## src/common/ctrlPkg.sv

```systemverilog
// Shared definitions for the pipeline control unit
// Field widths, opcode and format enums, stage control structs

package ctrlPkg;

  localparam int instrWidth  = 32;             // Instruction width
  localparam int regAdrWidth = 5;              // Register address width
  localparam int opWidth     = 7;              // Opcode field width

  ////////////////////////////////////////////////////////////
  // Encodings
  ////////////////////////////////////////////////////////////

  typedef enum logic [opWidth-1:0] {
    load   = 7'b0000011,                       // Loads
    fence  = 7'b0001111,                       // fence and fence.i
    opImm  = 7'b0010011,                       // I-type ALU
    auipc  = 7'b0010111,
    store  = 7'b0100011,                       // Stores
    op     = 7'b0110011,                       // R-type ALU
    lui    = 7'b0110111,
    branch = 7'b1100011,
    jalr   = 7'b1100111,
    jal    = 7'b1101111,
    system = 7'b1110011                        // CSR and privileged
  } opcodeT;

  typedef enum logic [2:0] {
    immI = 3'b000,
    immS = 3'b001,
    immB = 3'b010,
    immJ = 3'b011,
    immU = 3'b100
  } immSrcT;

  typedef enum logic [2:0] {
    resultAlu = 3'b000,                        // ALU or IEU result
    resultMem = 3'b001,                        // Load data
    resultCsr = 3'b010                         // CSR read data
  } resultSrcT;

  // Matches funct3 of the ALU ops
  typedef enum logic [2:0] {
    aluAdd  = 3'b000,
    aluSll  = 3'b001,
    aluSlt  = 3'b010,
    aluSltu = 3'b011,
    aluXor  = 3'b100,
    aluSr   = 3'b101,                          // srl or sra, picked by subArith
    aluOr   = 3'b110,
    aluAnd  = 3'b111
  } aluSelectT;

  ////////////////////////////////////////////////////////////
  // Stage control bundles
  ////////////////////////////////////////////////////////////

  typedef struct packed {
    logic read;                                // Bit 1
    logic write;                               // Bit 0
  } memRwT;

  typedef struct packed {
    logic      regWrite;
    resultSrcT resultSrc;
    memRwT     memRw;
    logic      jump;
    logic      branch;
    logic      aluSrcA;                        // 1 selects PC
    logic      aluSrcB;                        // 1 selects immediate
    logic      aluResultSrc;                   // 1 passes IEU result instead of ALU
    logic      csrRead;
    logic      csrWrite;
    logic      privileged;
    logic      fenceI;
    logic [2:0] funct3;
    aluSelectT aluSelect;
    logic      subArith;                       // sub, sra, slt, sltu
  } decodeCtrlT;

  typedef struct packed {
    logic      regWrite;
    resultSrcT resultSrc;
    memRwT     memRw;
    logic      csrRead;
    logic      csrWrite;
    logic      privileged;
    logic [2:0] funct3;
    logic      fenceI;
    logic      instrValid;
  } execCtrlT;

  typedef struct packed {
    logic      regWrite;
    resultSrcT resultSrc;
  } wbCtrlT;

endpackage

```

## src/decode/instrDecoder.sv

```systemverilog
// Decode-stage instruction decoder
// Field extraction, legality check, main decoder, ALU decode, CSR write rule

`timescale 1ns/1ps

module instrDecoder (
  input  logic [ctrlPkg::instrWidth-1:0] InstrD,      // Instruction in Decode
  output ctrlPkg::decodeCtrlT            DecodeCtrl,  // Controls passed on to Execute
  output ctrlPkg::immSrcT                ImmSrcD,     // Immediate format
  output logic                           IllegalBaseInstrD
);
  import ctrlPkg::*;

  opcodeT                 opD;
  logic [2:0]             funct3D;
  logic [6:0]             funct7D;
  logic [regAdrWidth-1:0] rs1D, rdD;
  logic                   funct7Zero, funct7Alt;   // 0000000, 0100000
  logic                   loadOk, storeOk, immOk, regOk, branchOk, jalrOk;
  logic                   privOk, csrOk;
  logic [18:0]            mainD;                   // Main decoder word
  logic [2:0]             immSrcBits, resultSrcBits;
  logic                   aluOpD;                  // 0 means address generation
  logic                   subD, sraD, sltD, sltuD;
  logic                   csrZeroSrcD;

  // Field extraction
  assign opD     = opcodeT'(InstrD[opWidth-1:0]);
  assign funct3D = InstrD[14:12];
  assign funct7D = InstrD[31:25];
  assign rs1D    = InstrD[19:15];
  assign rdD     = InstrD[11:7];

  ////////////////////////////////////////////////////////////
  // Exact legality of funct3 and funct7
  ////////////////////////////////////////////////////////////

  assign funct7Zero = (funct7D == 7'b0000000);
  assign funct7Alt  = (funct7D == 7'b0100000);
  assign loadOk     = (funct3D != 3'b011) & (funct3D[2:1] != 2'b11); // lb lh lw lbu lhu
  assign storeOk    = (funct3D[2] == 1'b0) & (funct3D[1:0] != 2'b11); // sb sh sw
  assign immOk      = (funct3D == 3'b001) ? funct7Zero :
                      (funct3D == 3'b101) ? (funct7Zero | funct7Alt) : 1'b1; // Shift amounts
  assign regOk      = funct7Zero | (funct7Alt & ((funct3D == 3'b000) | (funct3D == 3'b101)));
  assign branchOk   = (funct3D[2:1] != 2'b01);
  assign jalrOk     = (funct3D == 3'b000);
  assign privOk     = (funct3D == 3'b000) & (rdD == '0); // ecall, ebreak, mret and the like
  assign csrOk      = (funct3D[1:0] != 2'b00);

  ////////////////////////////////////////////////////////////
  // Main decoder
  ////////////////////////////////////////////////////////////

  // regWrite_immSrc_aluSrcA_aluSrcB_memRw_resultSrc_branch_aluOp_jump_aluResultSrc
  //   _csrRead_privileged_fenceI_illegal
  always_comb begin
    mainD = 19'b0_000_0_0_00_000_0_0_0_0_0_0_0_1; // Unknown or illegal
    case (opD)
      load:   if (loadOk)   mainD = 19'b1_000_0_1_10_001_0_0_0_0_0_0_0_0;
      fence:  if (funct3D == 3'b000)
                            mainD = 19'b0_000_0_0_00_000_0_0_0_0_0_0_0_0; // Plain fence is a nop
              else if (funct3D == 3'b001)
                            mainD = 19'b0_000_0_0_00_000_0_0_0_0_0_0_1_0; // fence.i
      opImm:  if (immOk)    mainD = 19'b1_000_0_1_00_000_0_1_0_0_0_0_0_0;
      auipc:                mainD = 19'b1_100_1_1_00_000_0_0_0_0_0_0_0_0;
      store:  if (storeOk)  mainD = 19'b0_001_0_1_01_000_0_0_0_0_0_0_0_0;
      op:     if (regOk)    mainD = 19'b1_000_0_0_00_000_0_1_0_0_0_0_0_0;
      lui:                  mainD = 19'b1_100_0_1_00_000_0_0_0_1_0_0_0_0;
      branch: if (branchOk) mainD = 19'b0_010_1_1_00_000_1_0_0_0_0_0_0_0;
      jalr:   if (jalrOk)   mainD = 19'b1_000_0_1_00_000_0_0_1_1_0_0_0_0;
      jal:                  mainD = 19'b1_011_1_1_00_000_0_0_1_1_0_0_0_0;
      system: if (privOk)   mainD = 19'b0_000_0_0_00_000_0_0_0_0_0_1_0_0;
              else if (csrOk)
                            mainD = 19'b1_000_0_0_00_010_0_0_0_0_1_0_0_0;
      default: ;                                 // Keeps the illegal word
    endcase
  end

  // Unpack the decoder word
  assign {DecodeCtrl.regWrite, immSrcBits, DecodeCtrl.aluSrcA, DecodeCtrl.aluSrcB,
          DecodeCtrl.memRw, resultSrcBits, DecodeCtrl.branch, aluOpD, DecodeCtrl.jump,
          DecodeCtrl.aluResultSrc, DecodeCtrl.csrRead, DecodeCtrl.privileged,
          DecodeCtrl.fenceI, IllegalBaseInstrD} = mainD;
  assign ImmSrcD              = immSrcT'(immSrcBits);
  assign DecodeCtrl.resultSrc = resultSrcT'(resultSrcBits);
  assign DecodeCtrl.funct3    = funct3D;

  ////////////////////////////////////////////////////////////
  // ALU decode and CSR write rule
  ////////////////////////////////////////////////////////////

  assign subD  = (funct3D == 3'b000) & funct7D[5] & opD[5]; // opD[5] tells sub from addi
  assign sraD  = (funct3D == 3'b101) & funct7D[5];
  assign sltD  = (funct3D == 3'b010);
  assign sltuD = (funct3D == 3'b011);
  assign DecodeCtrl.subArith  = aluOpD & (subD | sraD | sltD | sltuD);
  assign DecodeCtrl.aluSelect = aluOpD ? aluSelectT'(funct3D) : aluAdd; // Add for addresses

  // Set or clear with x0 or a zero immediate leaves the CSR untouched
  assign csrZeroSrcD         = (rs1D == '0);
  assign DecodeCtrl.csrWrite = DecodeCtrl.csrRead & ~(csrZeroSrcD & funct3D[1]);

endmodule

```

## src/execute/executeCtrl.sv

```systemverilog
// Execute-stage control register
// Branch resolution and store-after-load stall

`timescale 1ns/1ps

module executeCtrl (
  input  logic                  clk,
  input  logic                  reset,
  input  logic                  StallE, FlushE,
  input  ctrlPkg::decodeCtrlT   DecodeCtrl,      // From the decoder
  input  logic                  InstrValidD,
  input  logic [1:0]            FlagsE,          // {eq, lt}
  output ctrlPkg::execCtrlT     ExecCtrl,        // To the Memory register
  output logic                  PCSrcE,          // Redirect fetch
  output logic                  ALUSrcAE, ALUSrcBE,
  output logic                  ALUResultSrcE,
  output ctrlPkg::aluSelectT    ALUSelectE,
  output logic                  SubArithE,
  output logic                  BranchSignedE,
  output logic                  MemReadE, CSRReadE,
  output logic [2:0]            Funct3E,
  output logic                  JumpE, BranchE,
  output logic                  InstrValidE,
  output logic                  StoreStallD
);
  import ctrlPkg::*;

  decodeCtrlT ctrlE;                             // Execute control register
  logic       validE;
  logic       branchFlagE, branchTakenE;

  always_ff @(posedge clk) begin
    if (reset) begin
      ctrlE  <= '0;
      validE <= 1'b0;
    end else if (!StallE) begin                  // Stall holds, flush ignored
      if (FlushE) begin
        ctrlE  <= '0;
        validE <= 1'b0;
      end else begin
        ctrlE  <= DecodeCtrl;
        validE <= InstrValidD;
      end
    end
  end

  ////////////////////////////////////////////////////////////
  // Branch resolution
  ////////////////////////////////////////////////////////////

  assign branchFlagE   = ctrlE.funct3[2] ? FlagsE[0] : FlagsE[1]; // lt for blt/bge, eq else
  assign branchTakenE  = branchFlagE ^ ctrlE.funct3[0];           // bne, bge, bgeu invert
  assign PCSrcE        = ctrlE.jump | (ctrlE.branch & branchTakenE);
  assign BranchSignedE = ctrlE.branch & (ctrlE.funct3[2:1] != 2'b11); // Not bltu/bgeu

  // Execute outputs
  assign ALUSrcAE      = ctrlE.aluSrcA;
  assign ALUSrcBE      = ctrlE.aluSrcB;
  assign ALUResultSrcE = ctrlE.aluResultSrc;
  assign ALUSelectE    = ctrlE.aluSelect;
  assign SubArithE     = ctrlE.subArith;
  assign MemReadE      = ctrlE.memRw.read;       // Load-use hazard detection
  assign CSRReadE      = ctrlE.csrRead;
  assign Funct3E       = ctrlE.funct3;
  assign JumpE         = ctrlE.jump;
  assign BranchE       = ctrlE.branch;
  assign InstrValidE   = validE;

  // Bundle on to Memory
  assign ExecCtrl = '{regWrite: ctrlE.regWrite, resultSrc: ctrlE.resultSrc,
                      memRw: ctrlE.memRw, csrRead: ctrlE.csrRead, csrWrite: ctrlE.csrWrite,
                      privileged: ctrlE.privileged, funct3: ctrlE.funct3,
                      fenceI: ctrlE.fenceI, instrValid: validE};

  // Memory is busy the cycle after a store
  assign StoreStallD = ctrlE.memRw.write & (DecodeCtrl.memRw.read | DecodeCtrl.memRw.write);

endmodule

```

## src/controller.sv

```systemverilog
// Pipeline control unit top level
// Decoder, Execute and Memory/Writeback control, Decode valid register

`timescale 1ns/1ps

module controller (
  input  logic                           clk,
  input  logic                           reset,
  // Decode
  input  logic                           StallD, FlushD,
  input  logic [ctrlPkg::instrWidth-1:0] InstrD,
  output ctrlPkg::immSrcT                ImmSrcD,
  output logic                           IllegalBaseInstrD,
  output logic                           JumpD, BranchD,
  output logic                           InstrValidD,
  output logic                           StoreStallD,       // Store in E blocks memory op in D
  // Execute
  input  logic                           StallE, FlushE,
  input  logic [1:0]                     FlagsE,            // {eq, lt}
  output logic                           PCSrcE,
  output logic                           ALUSrcAE, ALUSrcBE,
  output logic                           ALUResultSrcE,
  output ctrlPkg::aluSelectT             ALUSelectE,
  output logic                           SubArithE,
  output logic                           BranchSignedE,
  output logic                           MemReadE, CSRReadE,
  output logic [2:0]                     Funct3E,
  output logic                           JumpE, BranchE,
  output logic                           InstrValidE,
  // Memory
  input  logic                           StallM, FlushM,
  output ctrlPkg::memRwT                 MemRWM,
  output logic                           CSRReadM, CSRWriteM, PrivilegedM,
  output logic [2:0]                     Funct3M,
  output logic                           RegWriteM,
  output logic                           InstrValidM,
  output logic                           CSRWriteFenceM,
  // Writeback
  input  logic                           StallW, FlushW,
  output logic                           RegWriteW,
  output ctrlPkg::resultSrcT             ResultSrcW
);
  import ctrlPkg::*;

  decodeCtrlT decodeCtrl;                        // Decoder to Execute
  execCtrlT   execCtrl;                          // Execute to Memory

  // Decode valid register, set one cycle after reset release
  always_ff @(posedge clk) begin
    if (reset)
      InstrValidD <= 1'b0;
    else if (!StallD)
      InstrValidD <= ~FlushD;
  end

  instrDecoder instrDecoder_i (
    .InstrD, .DecodeCtrl(decodeCtrl), .ImmSrcD, .IllegalBaseInstrD
  );

  assign JumpD   = decodeCtrl.jump;
  assign BranchD = decodeCtrl.branch;

  executeCtrl executeCtrl_i (
    .clk, .reset, .StallE, .FlushE, .DecodeCtrl(decodeCtrl), .InstrValidD, .FlagsE,
    .ExecCtrl(execCtrl), .PCSrcE, .ALUSrcAE, .ALUSrcBE, .ALUResultSrcE, .ALUSelectE,
    .SubArithE, .BranchSignedE, .MemReadE, .CSRReadE, .Funct3E, .JumpE, .BranchE,
    .InstrValidE, .StoreStallD
  );

  memWbCtrl memWbCtrl_i (
    .clk, .reset, .StallM, .FlushM, .StallW, .FlushW, .ExecCtrl(execCtrl),
    .MemRWM, .CSRReadM, .CSRWriteM, .PrivilegedM, .Funct3M, .RegWriteM, .InstrValidM,
    .CSRWriteFenceM, .RegWriteW, .ResultSrcW
  );

endmodule

```

## src/memWbCtrl.sv

```systemverilog
// Memory and Writeback control registers
// CSR-write or fence.i flush request

`timescale 1ns/1ps

module memWbCtrl (
  input  logic                clk,
  input  logic                reset,
  input  logic                StallM, FlushM,
  input  logic                StallW, FlushW,
  input  ctrlPkg::execCtrlT   ExecCtrl,          // From Execute
  output ctrlPkg::memRwT      MemRWM,            // {read, write}
  output logic                CSRReadM, CSRWriteM, PrivilegedM,
  output logic [2:0]          Funct3M,
  output logic                RegWriteM,         // For the hazard unit
  output logic                InstrValidM,
  output logic                CSRWriteFenceM,    // Flush younger stages
  output logic                RegWriteW,
  output ctrlPkg::resultSrcT  ResultSrcW         // Writeback result mux
);
  import ctrlPkg::*;

  execCtrlT ctrlM;                               // Memory control register
  wbCtrlT   ctrlW;                               // Writeback control register

  always_ff @(posedge clk) begin
    if (reset)
      ctrlM <= '0;
    else if (!StallM)
      ctrlM <= FlushM ? '0 : ExecCtrl;
  end

  always_ff @(posedge clk) begin
    if (reset)
      ctrlW <= '0;
    else if (!StallW)
      ctrlW <= FlushW ? '0 : wbCtrlT'{regWrite: ctrlM.regWrite, resultSrc: ctrlM.resultSrc};
  end

  // Memory outputs
  assign MemRWM      = ctrlM.memRw;
  assign CSRReadM    = ctrlM.csrRead;
  assign CSRWriteM   = ctrlM.csrWrite;
  assign PrivilegedM = ctrlM.privileged;
  assign Funct3M     = ctrlM.funct3;
  assign RegWriteM   = ctrlM.regWrite;
  assign InstrValidM = ctrlM.instrValid;

  // A CSR write or fence.i may change how younger instructions behave
  assign CSRWriteFenceM = ctrlM.csrWrite | ctrlM.fenceI;

  // Writeback outputs
  assign RegWriteW  = ctrlW.regWrite;
  assign ResultSrcW = ctrlW.resultSrc;

endmodule

```

## config.mk

```make
export PLATFORM = sky130hd
export DESIGN_NAME = controller
export DESIGN_NICKNAME = d
export VERILOG_FILES = /design/src/common/ctrlPkg.sv /design/src/decode/instrDecoder.sv /design/src/execute/executeCtrl.sv /design/src/controller.sv /design/src/memWbCtrl.sv
export SDC_FILE = /design/constraint.sdc
export NUM_CORES = 1
export LEC_CHECK = 0
export BUFFER_PORTS_ARGS = -buffer_cell sky130_fd_sc_hd__buf_4
export CORE_MARGIN = 1.5
export CORE_UTILIZATION = 40
export CTS_CLUSTER_DIAMETER = 50
export DETAILED_ROUTE_END_ITERATION = 6
export GPL_TIMING_DRIVEN = 0
export HOLD_SLACK_MARGIN = 0.06
export MAX_ROUTING_LAYER = met4
export PLACE_DENSITY = 0.73
export SYNTH_ARGS = -nofsm -noshare
export SYNTH_HDL_FRONTEND = slang
export SYNTH_SLANG_ARGS = --single-unit
```

## constraint.sdc

```tcl
create_clock -name clk -period 2.2 [get_ports clk]
set_input_delay 0.22 -clock clk [delete_from_list [all_inputs] [get_ports clk]]
set_output_delay 0.22 -clock clk [all_outputs]
set_load 0.01 [all_outputs]
```

==> out/results.txt, run 1 <==
Layout cells sized above 1 = 0.307
Power Internal = 1.01 mW
# resized after CTS = 0
Max Slew Vio Count = 0
Via count = 1,961
Port bufs = 73
Die area = 5010 sq um
Synth Flop Type = dfxtp_1
Hold Buf Count CTS = 0
Net load switching power = 0.332 mW
Multiplexer share of the synthesized area = 0.0109
Crit Reg-Reg Endpoint = memWbCtrl_i.Funct3M[0]
FP Rows = 24
Post-synthesis cell area = 1840 sq um
Final hold viol count = 0
Clk network pwr share = 0.384
Finished Cell Area = 2560 sq um
Worst Hold Class = input pin to flip-flop
Worst-case hold path end point = InstrValidD
Vias in the first global route = 1,748
CP Max Fanout = 6
CTS H-tree depth = 2
WL final = 5100 microns
Nets = 356
Ys async rst share = 0
Largest family of logic cells by synthesized area = simple AND/OR/NAND/NOR gates
CTS max path bufs = 2
CP required = 1.98 ns
Peak VDD IR = 338 uV
YS warnings = 0
Post-layout util = 0.583
Syn_nets = 276
Post-route setup slack = 0.190 ns
Largest net degree at the start of global routing = 12
R2R depth = 3
Die Width = 70.8 microns
Worst min-delay path startpoint = StallD
Initial antenna violation count = 0
Tot Pwr = 1.34 mW
1st-pass router iterations = 4
WP data arrival = 1.79 ns
Fin crit share = 0.914
Post-synthesis cell type count = 47
Outcome = completed
Cell taking the most area after synthesis = dfxtp_1
DR iter-0 viols = 145
Vias per inst = 5.37
Flop pwr share = 0.480
Seq/Total Area, Yosys = 0.381
Clk sinks = 35
Fmax = 0.498 GHz
Crit. Startpoint = InstrD[26]
CTS tree = built
Max Cap Viol = 0
DR DRC count = 0
Synthesized instance count = 232
Largest cells by area after synthesis = dfxtp_1, nor2_1, a21oi_1, nor3b_1, buf_4
Placed instance area = 2450 sq um
Worst slew pin tran = 0.515 ns
LEAKAGE = 1.05 nW
Starting density of the core = 0.420
First-pass GRT wire length = 8270 microns
Post-synthesis compound-gate area fraction = 0.211
Unrepaired setup endpoints after global routing = false
Slowest library cell on the worst path = o22ai_1
Worst setup SP type = input pin
Area Growth Syn to Fin = 39.0%
Clock Skew = 0.00621 ns
XOR/XNOR Fraction of Synth Area = 0.00952
Std-Cell Core Area = 4380 sq um
Final Setup Violations = 0
Worst path cell trace = buf_4 > nor4_1 > a31oi_1 > o22ai_1 > o2111ai_1 > buf_4
GRT Total Usage = 0.212
Most used cell, CP = buf_4
DR WL/cell = 14.0 microns
Pre-CTS setup slack = 0.198 ns
Post-synth EDFFs = 0
Post-Synth Adder-Cell Area = 0.00544
GPL Wtd Cong = 0.944
Ports = 84
Simple-Gate Fraction of Synth Area = 0.302
ANT nets after route = 0
TritonCTS Buffers = 5
Die H = 70.8 microns
Slew HR = 0.657
Crit path kind = input pin to primary output
FF-to-FF Start = executeCtrl_i.Funct3E[0]
Reg-to-reg slack, setup = 1.34 ns
Root buf cell = clkbuf_8
Gate power share = 0.136
Yosys top cell area share = 0.381
Setup crit end kind = primary output
Inserted Diodes = 0
Hold path cells = 3
Avg Inst Size Synth = 7.93 sq um
PD cells = 523 nW/um^2
Grt total ovfl = 0
Largest stage delay on the critical path = 0.47 ns
Detailed Place HPWL = 3870 microns
Register bit total from synthesis = 35
Switching Fraction = 0.248
Clk_lat worst skew = 0.29 ns
Postcts setup bufs = 0
Sum Neg Setup Slack = 0 ns
Tmin final = 2.01 ns
Worst-path clk slew = 0.06 ns
-- synthesized netlist by cell type, types with 3 or more instances --
| library cell | number |
|---|---|
| o21ai_0 | 5 |
| or3_1 | 3 |
| buf_4 | 9 |
| a22oi_1 | 7 |
| nor4_1 | 3 |
| nand4_1 | 5 |
| nand2b_1 | 4 |
| a21boi_0 | 3 |
| or4_1 | 4 |
| inv_1 | 3 |
| nand2_1 | 13 |
| clkbuf_1 | 12 |
| o21ai_1 | 6 |
| nor2_1 | 37 |
| nor3b_1 | 15 |
| dfxtp_1 | 35 |
| nor3_1 | 4 |
| a21oi_1 | 24 |
| o211ai_1 | 3 |
-- state kept, by name, summed over array words and instances, names as in the netlist, 2 cells and up --
| register | count |
|---|---|
| executeCtrl_i.ExecCtrl | 6 |
| memWbCtrl_i.ResultSrcW | 2 |
| executeCtrl_i.Funct3E | 3 |
| memWbCtrl_i.ctrlM | 3 |
| memWbCtrl_i.Funct3M | 3 |
| executeCtrl_i.ALUSelectE | 3 |
-- how the worst max path moves through the flow --
stage                                 endpoint
floorplan              executeCtrl_i.SubArithE
global placement                         JumpD
detailed placement  executeCtrl_i.ExecCtrl[13]
CTS                          IllegalBaseInstrD
global route                 IllegalBaseInstrD
finish                       IllegalBaseInstrD
-- power groups by stage --
stage	clock network, mW	logic, mW	registers [mW]
floorplan	0	0.0894	0.656
global placement	0	0.177	0.657
detailed placement	0	0.180	0.657
CTS	0.524	0.180	0.642
global route	0.551	0.199	0.642
finish	0.514	0.182	0.642
-- logic make-up after synthesis --
group                    after synthesis
other                                  1
buffers and inverters                 27
flip-flops                            35
AO/OA/AOI/OAI                         62
adder cells (fa/ha/maj)                1
AND/OR/NAND/NOR                      102
multiplexers                           2
XOR/XNOR                               2
-- final cells by class --
type | instances | area (sq um)
fill | 437 | 1830
tap | 52 | 65.1
clock inverter | 1 | 7.51
clock buffer | 7 | 96.3
timing repair buffer | 73 | 548
inverter | 3 | 11.3
buffer | 24 | 133
multi-input combinational | 170 | 995
sequential | 35 | 701
-- per-layer routing --
layer  routed length, microns  GRT usage  up-vias  part of all wire
met2                     2280      0.300       77              0.45
met4                       70     0.0566        0             0.014
li1                         -          -      990                 -
met1                     2410      0.307      886              0.47
met5                        0          -        -                 0
met3                      346     0.0456        8             0.068
-- per-stage QoR --
step	std cells	hold WS, ns
after global routing	365	0.192
after CTS	365	0.176
after global placement	357	0.439
after floorplan	232	0.361
after detailed placement	357	0.448
final	365	0.176
-- critical path: cells and delay by family --
| kind | cells | cell delay (ns) |
|---|---|---|
| and+or+nand+nor | 1 | 0.40 |
| buffers and inverters | 2 | 0.28 |
| AOI/OAI and AO/OA | 3 | 0.88 |
-- layout by cell type (no fill, tap or decap), types with 3 or more instances in the layout --
master / instances
o21ai_0: 5
clkbuf_8: 7
nor3_1: 4
a22oi_1: 7
nand4_1: 5
inv_1: 3
o21ai_1: 6
o211ai_1: 3
nor3b_1: 15
or3_1: 3
nand2_1: 13
nor2_1: 37
clkbuf_1: 12
buf_4: 82
nor4_1: 3
a21boi_0: 3
dfxtp_1: 35
a21oi_1: 24
or4_1: 4
nand2b_1: 4
Note: power is estimated with default switching activity, not from simulation.
==> run 2, diff against run 1 <==
--- a/config.mk
+++ b/config.mk
@@ -8,8 +8,10 @@
 export BUFFER_PORTS_ARGS = -buffer_cell sky130_fd_sc_hd__buf_4
 export CORE_MARGIN = 1.5
 export CORE_UTILIZATION = 40
+export CTS_BUF_LIST = sky130_fd_sc_hd__clkbuf_8 sky130_fd_sc_hd__clkbuf_16
 export CTS_CLUSTER_DIAMETER = 50
 export DETAILED_ROUTE_END_ITERATION = 6
+export GPL_ROUTABILITY_DRIVEN = 0
 export GPL_TIMING_DRIVEN = 0
 export HOLD_SLACK_MARGIN = 0.06
 export MAX_ROUTING_LAYER = met4
==> run 2 against run 1 <==
Net effect: non-clock buffer count stayed put; critical path depth down 1; sequential power about the same; critical endpoint is now JumpD.
==> out/results.txt, run 2 (same netlist as run 1, synthesis figures left out) <==
Outcome = completed
WP data arrival = 1.72 ns (-0.07 ns)
Dpl cells = 357 (unchanged)
Postcts setup bufs = 0 (unchanged)
Max Cap Viol = 0 (unchanged)
Fmax = 0.514 GHz (+3.4%)
CTS tree = built
Worst-path clk slew = 0.08 ns (+0.02 ns)
ANT nets after route = 0 (unchanged)
Inserted Diodes = 0 (unchanged)
Placed instance area = 2450 sq um (unchanged)
Std-Cell Core Area = 4380 sq um (unchanged)
Final Setup Violations = 0 (unchanged)
Worst path cell trace = buf_4 > clkbuf_1 > or3_1 > a211oi_1 > buf_4
TritonCTS Buffers = 5 (unchanged)
Worst Hold Class = input pin to flip-flop
Pre-CTS setup slack = 0.244 ns (+0.0462 ns)
WL final = 4960 microns (-2.8%)
CP Max Fanout = 10 (+4)
Worst Path Buf+Inv = 3 (+1)
Clock Skew = 0.00677 ns (+0.000556 ns)
Post-route setup slack = 0.255 ns (+0.0653 ns)
Slew HR = 0.651 (-0.00556)
Commonest cells after routing, fill and taps aside = buf_4, nor2_1, dfxtp_1
Unrepaired setup endpoints after global routing = false
Sum Neg Setup Slack = 0 ns (unchanged)
CP required = 1.98 ns (about the same)
Area Growth Syn to Fin = 38.4%
Worst setup SP type = input pin
Number of fill cells in the layout = 431 (-1.4%)
First-pass GRT wire length = 8160 microns (-1.4%)
FP Rows = 24 (unchanged)
Vias in the first global route = 1,746 (-0.11%)
DR WL/cell = 13.6 microns (-2.8%)
Worst slew pin tran = 0.523 ns (+0.00834 ns)
Grt total ovfl = 0 (unchanged)
# resized after CTS = 0 (unchanged)
Tmin final = 1.94 ns (-0.0653 ns)
CTS max path bufs = 2 (unchanged)
Fin crit share = 0.884 (-0.0297)
Nets = 356 (unchanged)
DR DRC count = 0 (unchanged)
Most used cell, CP = buf_4
Number of flip-flops under the largest register name = 6 (unchanged)
Port bufs = 73 (unchanged)
Die H = 70.8 microns (unchanged)
PD cells = 511 nW/um^2 (-2.3%)
Max Slew Vio Count = 0 (unchanged)
Worst path top cell family by delay = buffers and inverters
Largest stage delay on the critical path = 0.48 ns (about the same)
Root buf cell = clkbuf_8
Slowest library cell on the worst path = or3_1
Starting density of the core = 0.420 (unchanged)
Setup crit end kind = primary output
Finished Cell Area = 2540 sq um (-0.44%)
Clk sinks = 35 (unchanged)
Hold Buf Count CTS = 0 (unchanged)
Via count = 1,986 (+1.3%)
GRT Total Usage = 0.206 (-0.00607)
Fin cells = 365 (unchanged)
Die Width = 70.8 microns (unchanged)
Crit path kind = input pin to primary output
CTS H-tree depth = 2 (unchanged)
Commonest non-fill, non-tap cell in the layout = buf_4
Detailed Place HPWL = 3810 microns (-1.6%)
Layout cells sized above 1 = 0.307 (unchanged)
Initial antenna violation count = 0 (unchanged)
Vias per inst = 5.44 (+1.3%)
Die area = 5010 sq um (unchanged)
1st-pass router iterations = 5 (+1)
DR iter-0 viols = 115 (-21%)
Ports = 84 (unchanged)
Final hold viol count = 0 (unchanged)
Peak VDD IR = 390 uV (+15%)
Largest net degree at the start of global routing = 14 (+2)
Clk_lat worst skew = 0.29 ns (about the same)
LEAKAGE = 1.04 nW (-0.92%)
==> run 2: worst paths after layout <==
kind / from / end / slack [ns] / depth (start not counted)
setup reg to reg: executeCtrl_i.Funct3E[0] / memWbCtrl_i.Funct3M[0] / 1.31 / 3
setup / recovery: InstrD[13] / JumpD / 0.26 / 5
hold reg to reg: executeCtrl_i.ExecCtrl[5] / executeCtrl_i.ExecCtrl[5] / 0.45 / 2
hold / removal: StallD / InstrValidD / 0.16 / 3
==> run 2: layout make-up <==
class	instances	area [sq um]	share of cell area
Timing Repair Buffer	73	548	0.215
Sequential cell	35	701	0.275
Clock buffer	5	68.8	0.0270
Tap cell	52	65.1	0.0256
Inverter	3	11.3	0.00442
Clock inverter	3	23.8	0.00934
Multi-Input combinational cell	170	995	0.391
Buffer	24	133	0.0521
==> run 2: through the flow <==
step / utilization / hold WS, ns / total power [mW]
floorplan: - / 0.361 / 0.745
global placement: 0.559 / 0.439 / 0.833
detailed placement: 0.559 / 0.446 / 0.835
CTS: 0.580 / 0.166 / 1.30
global route: 0.580 / 0.205 / 1.36
finish: 0.580 / 0.163 / 1.30
==> run 2: metal layers <==
| layer | part of all wire | global-route usage | up-vias | wire [microns] |
|---|---|---|---|---|
| met1 | 0.48 | 0.292 | 913 | 2390 |
| met5 | 0 | - | - | 0 |
| met2 | 0.44 | 0.310 | 81 | 2200 |
| li1 | - | - | 988 | - |
| met4 | 0.0061 | 0.0314 | 0 | 30 |
| met3 | 0.068 | 0.0442 | 4 | 336 |
==> run 2: where the power goes <==
group / leakage (nW) / internal [mW] / switching [mW]
sequential: 0.282 / 0.637 / 0.00440
combinational: 0.717 / 0.0833 / 0.0969
clock: 0.0408 / 0.226 / 0.253
==> run 2: worst register-to-register path, delay by kind of cell (launching register included) <==
kind	cells	cell delay (ns)
flip-flops	1	0.43
AND/OR/NAND/NOR	2	0.32
AO/OA/AOI/OAI	1	0.07
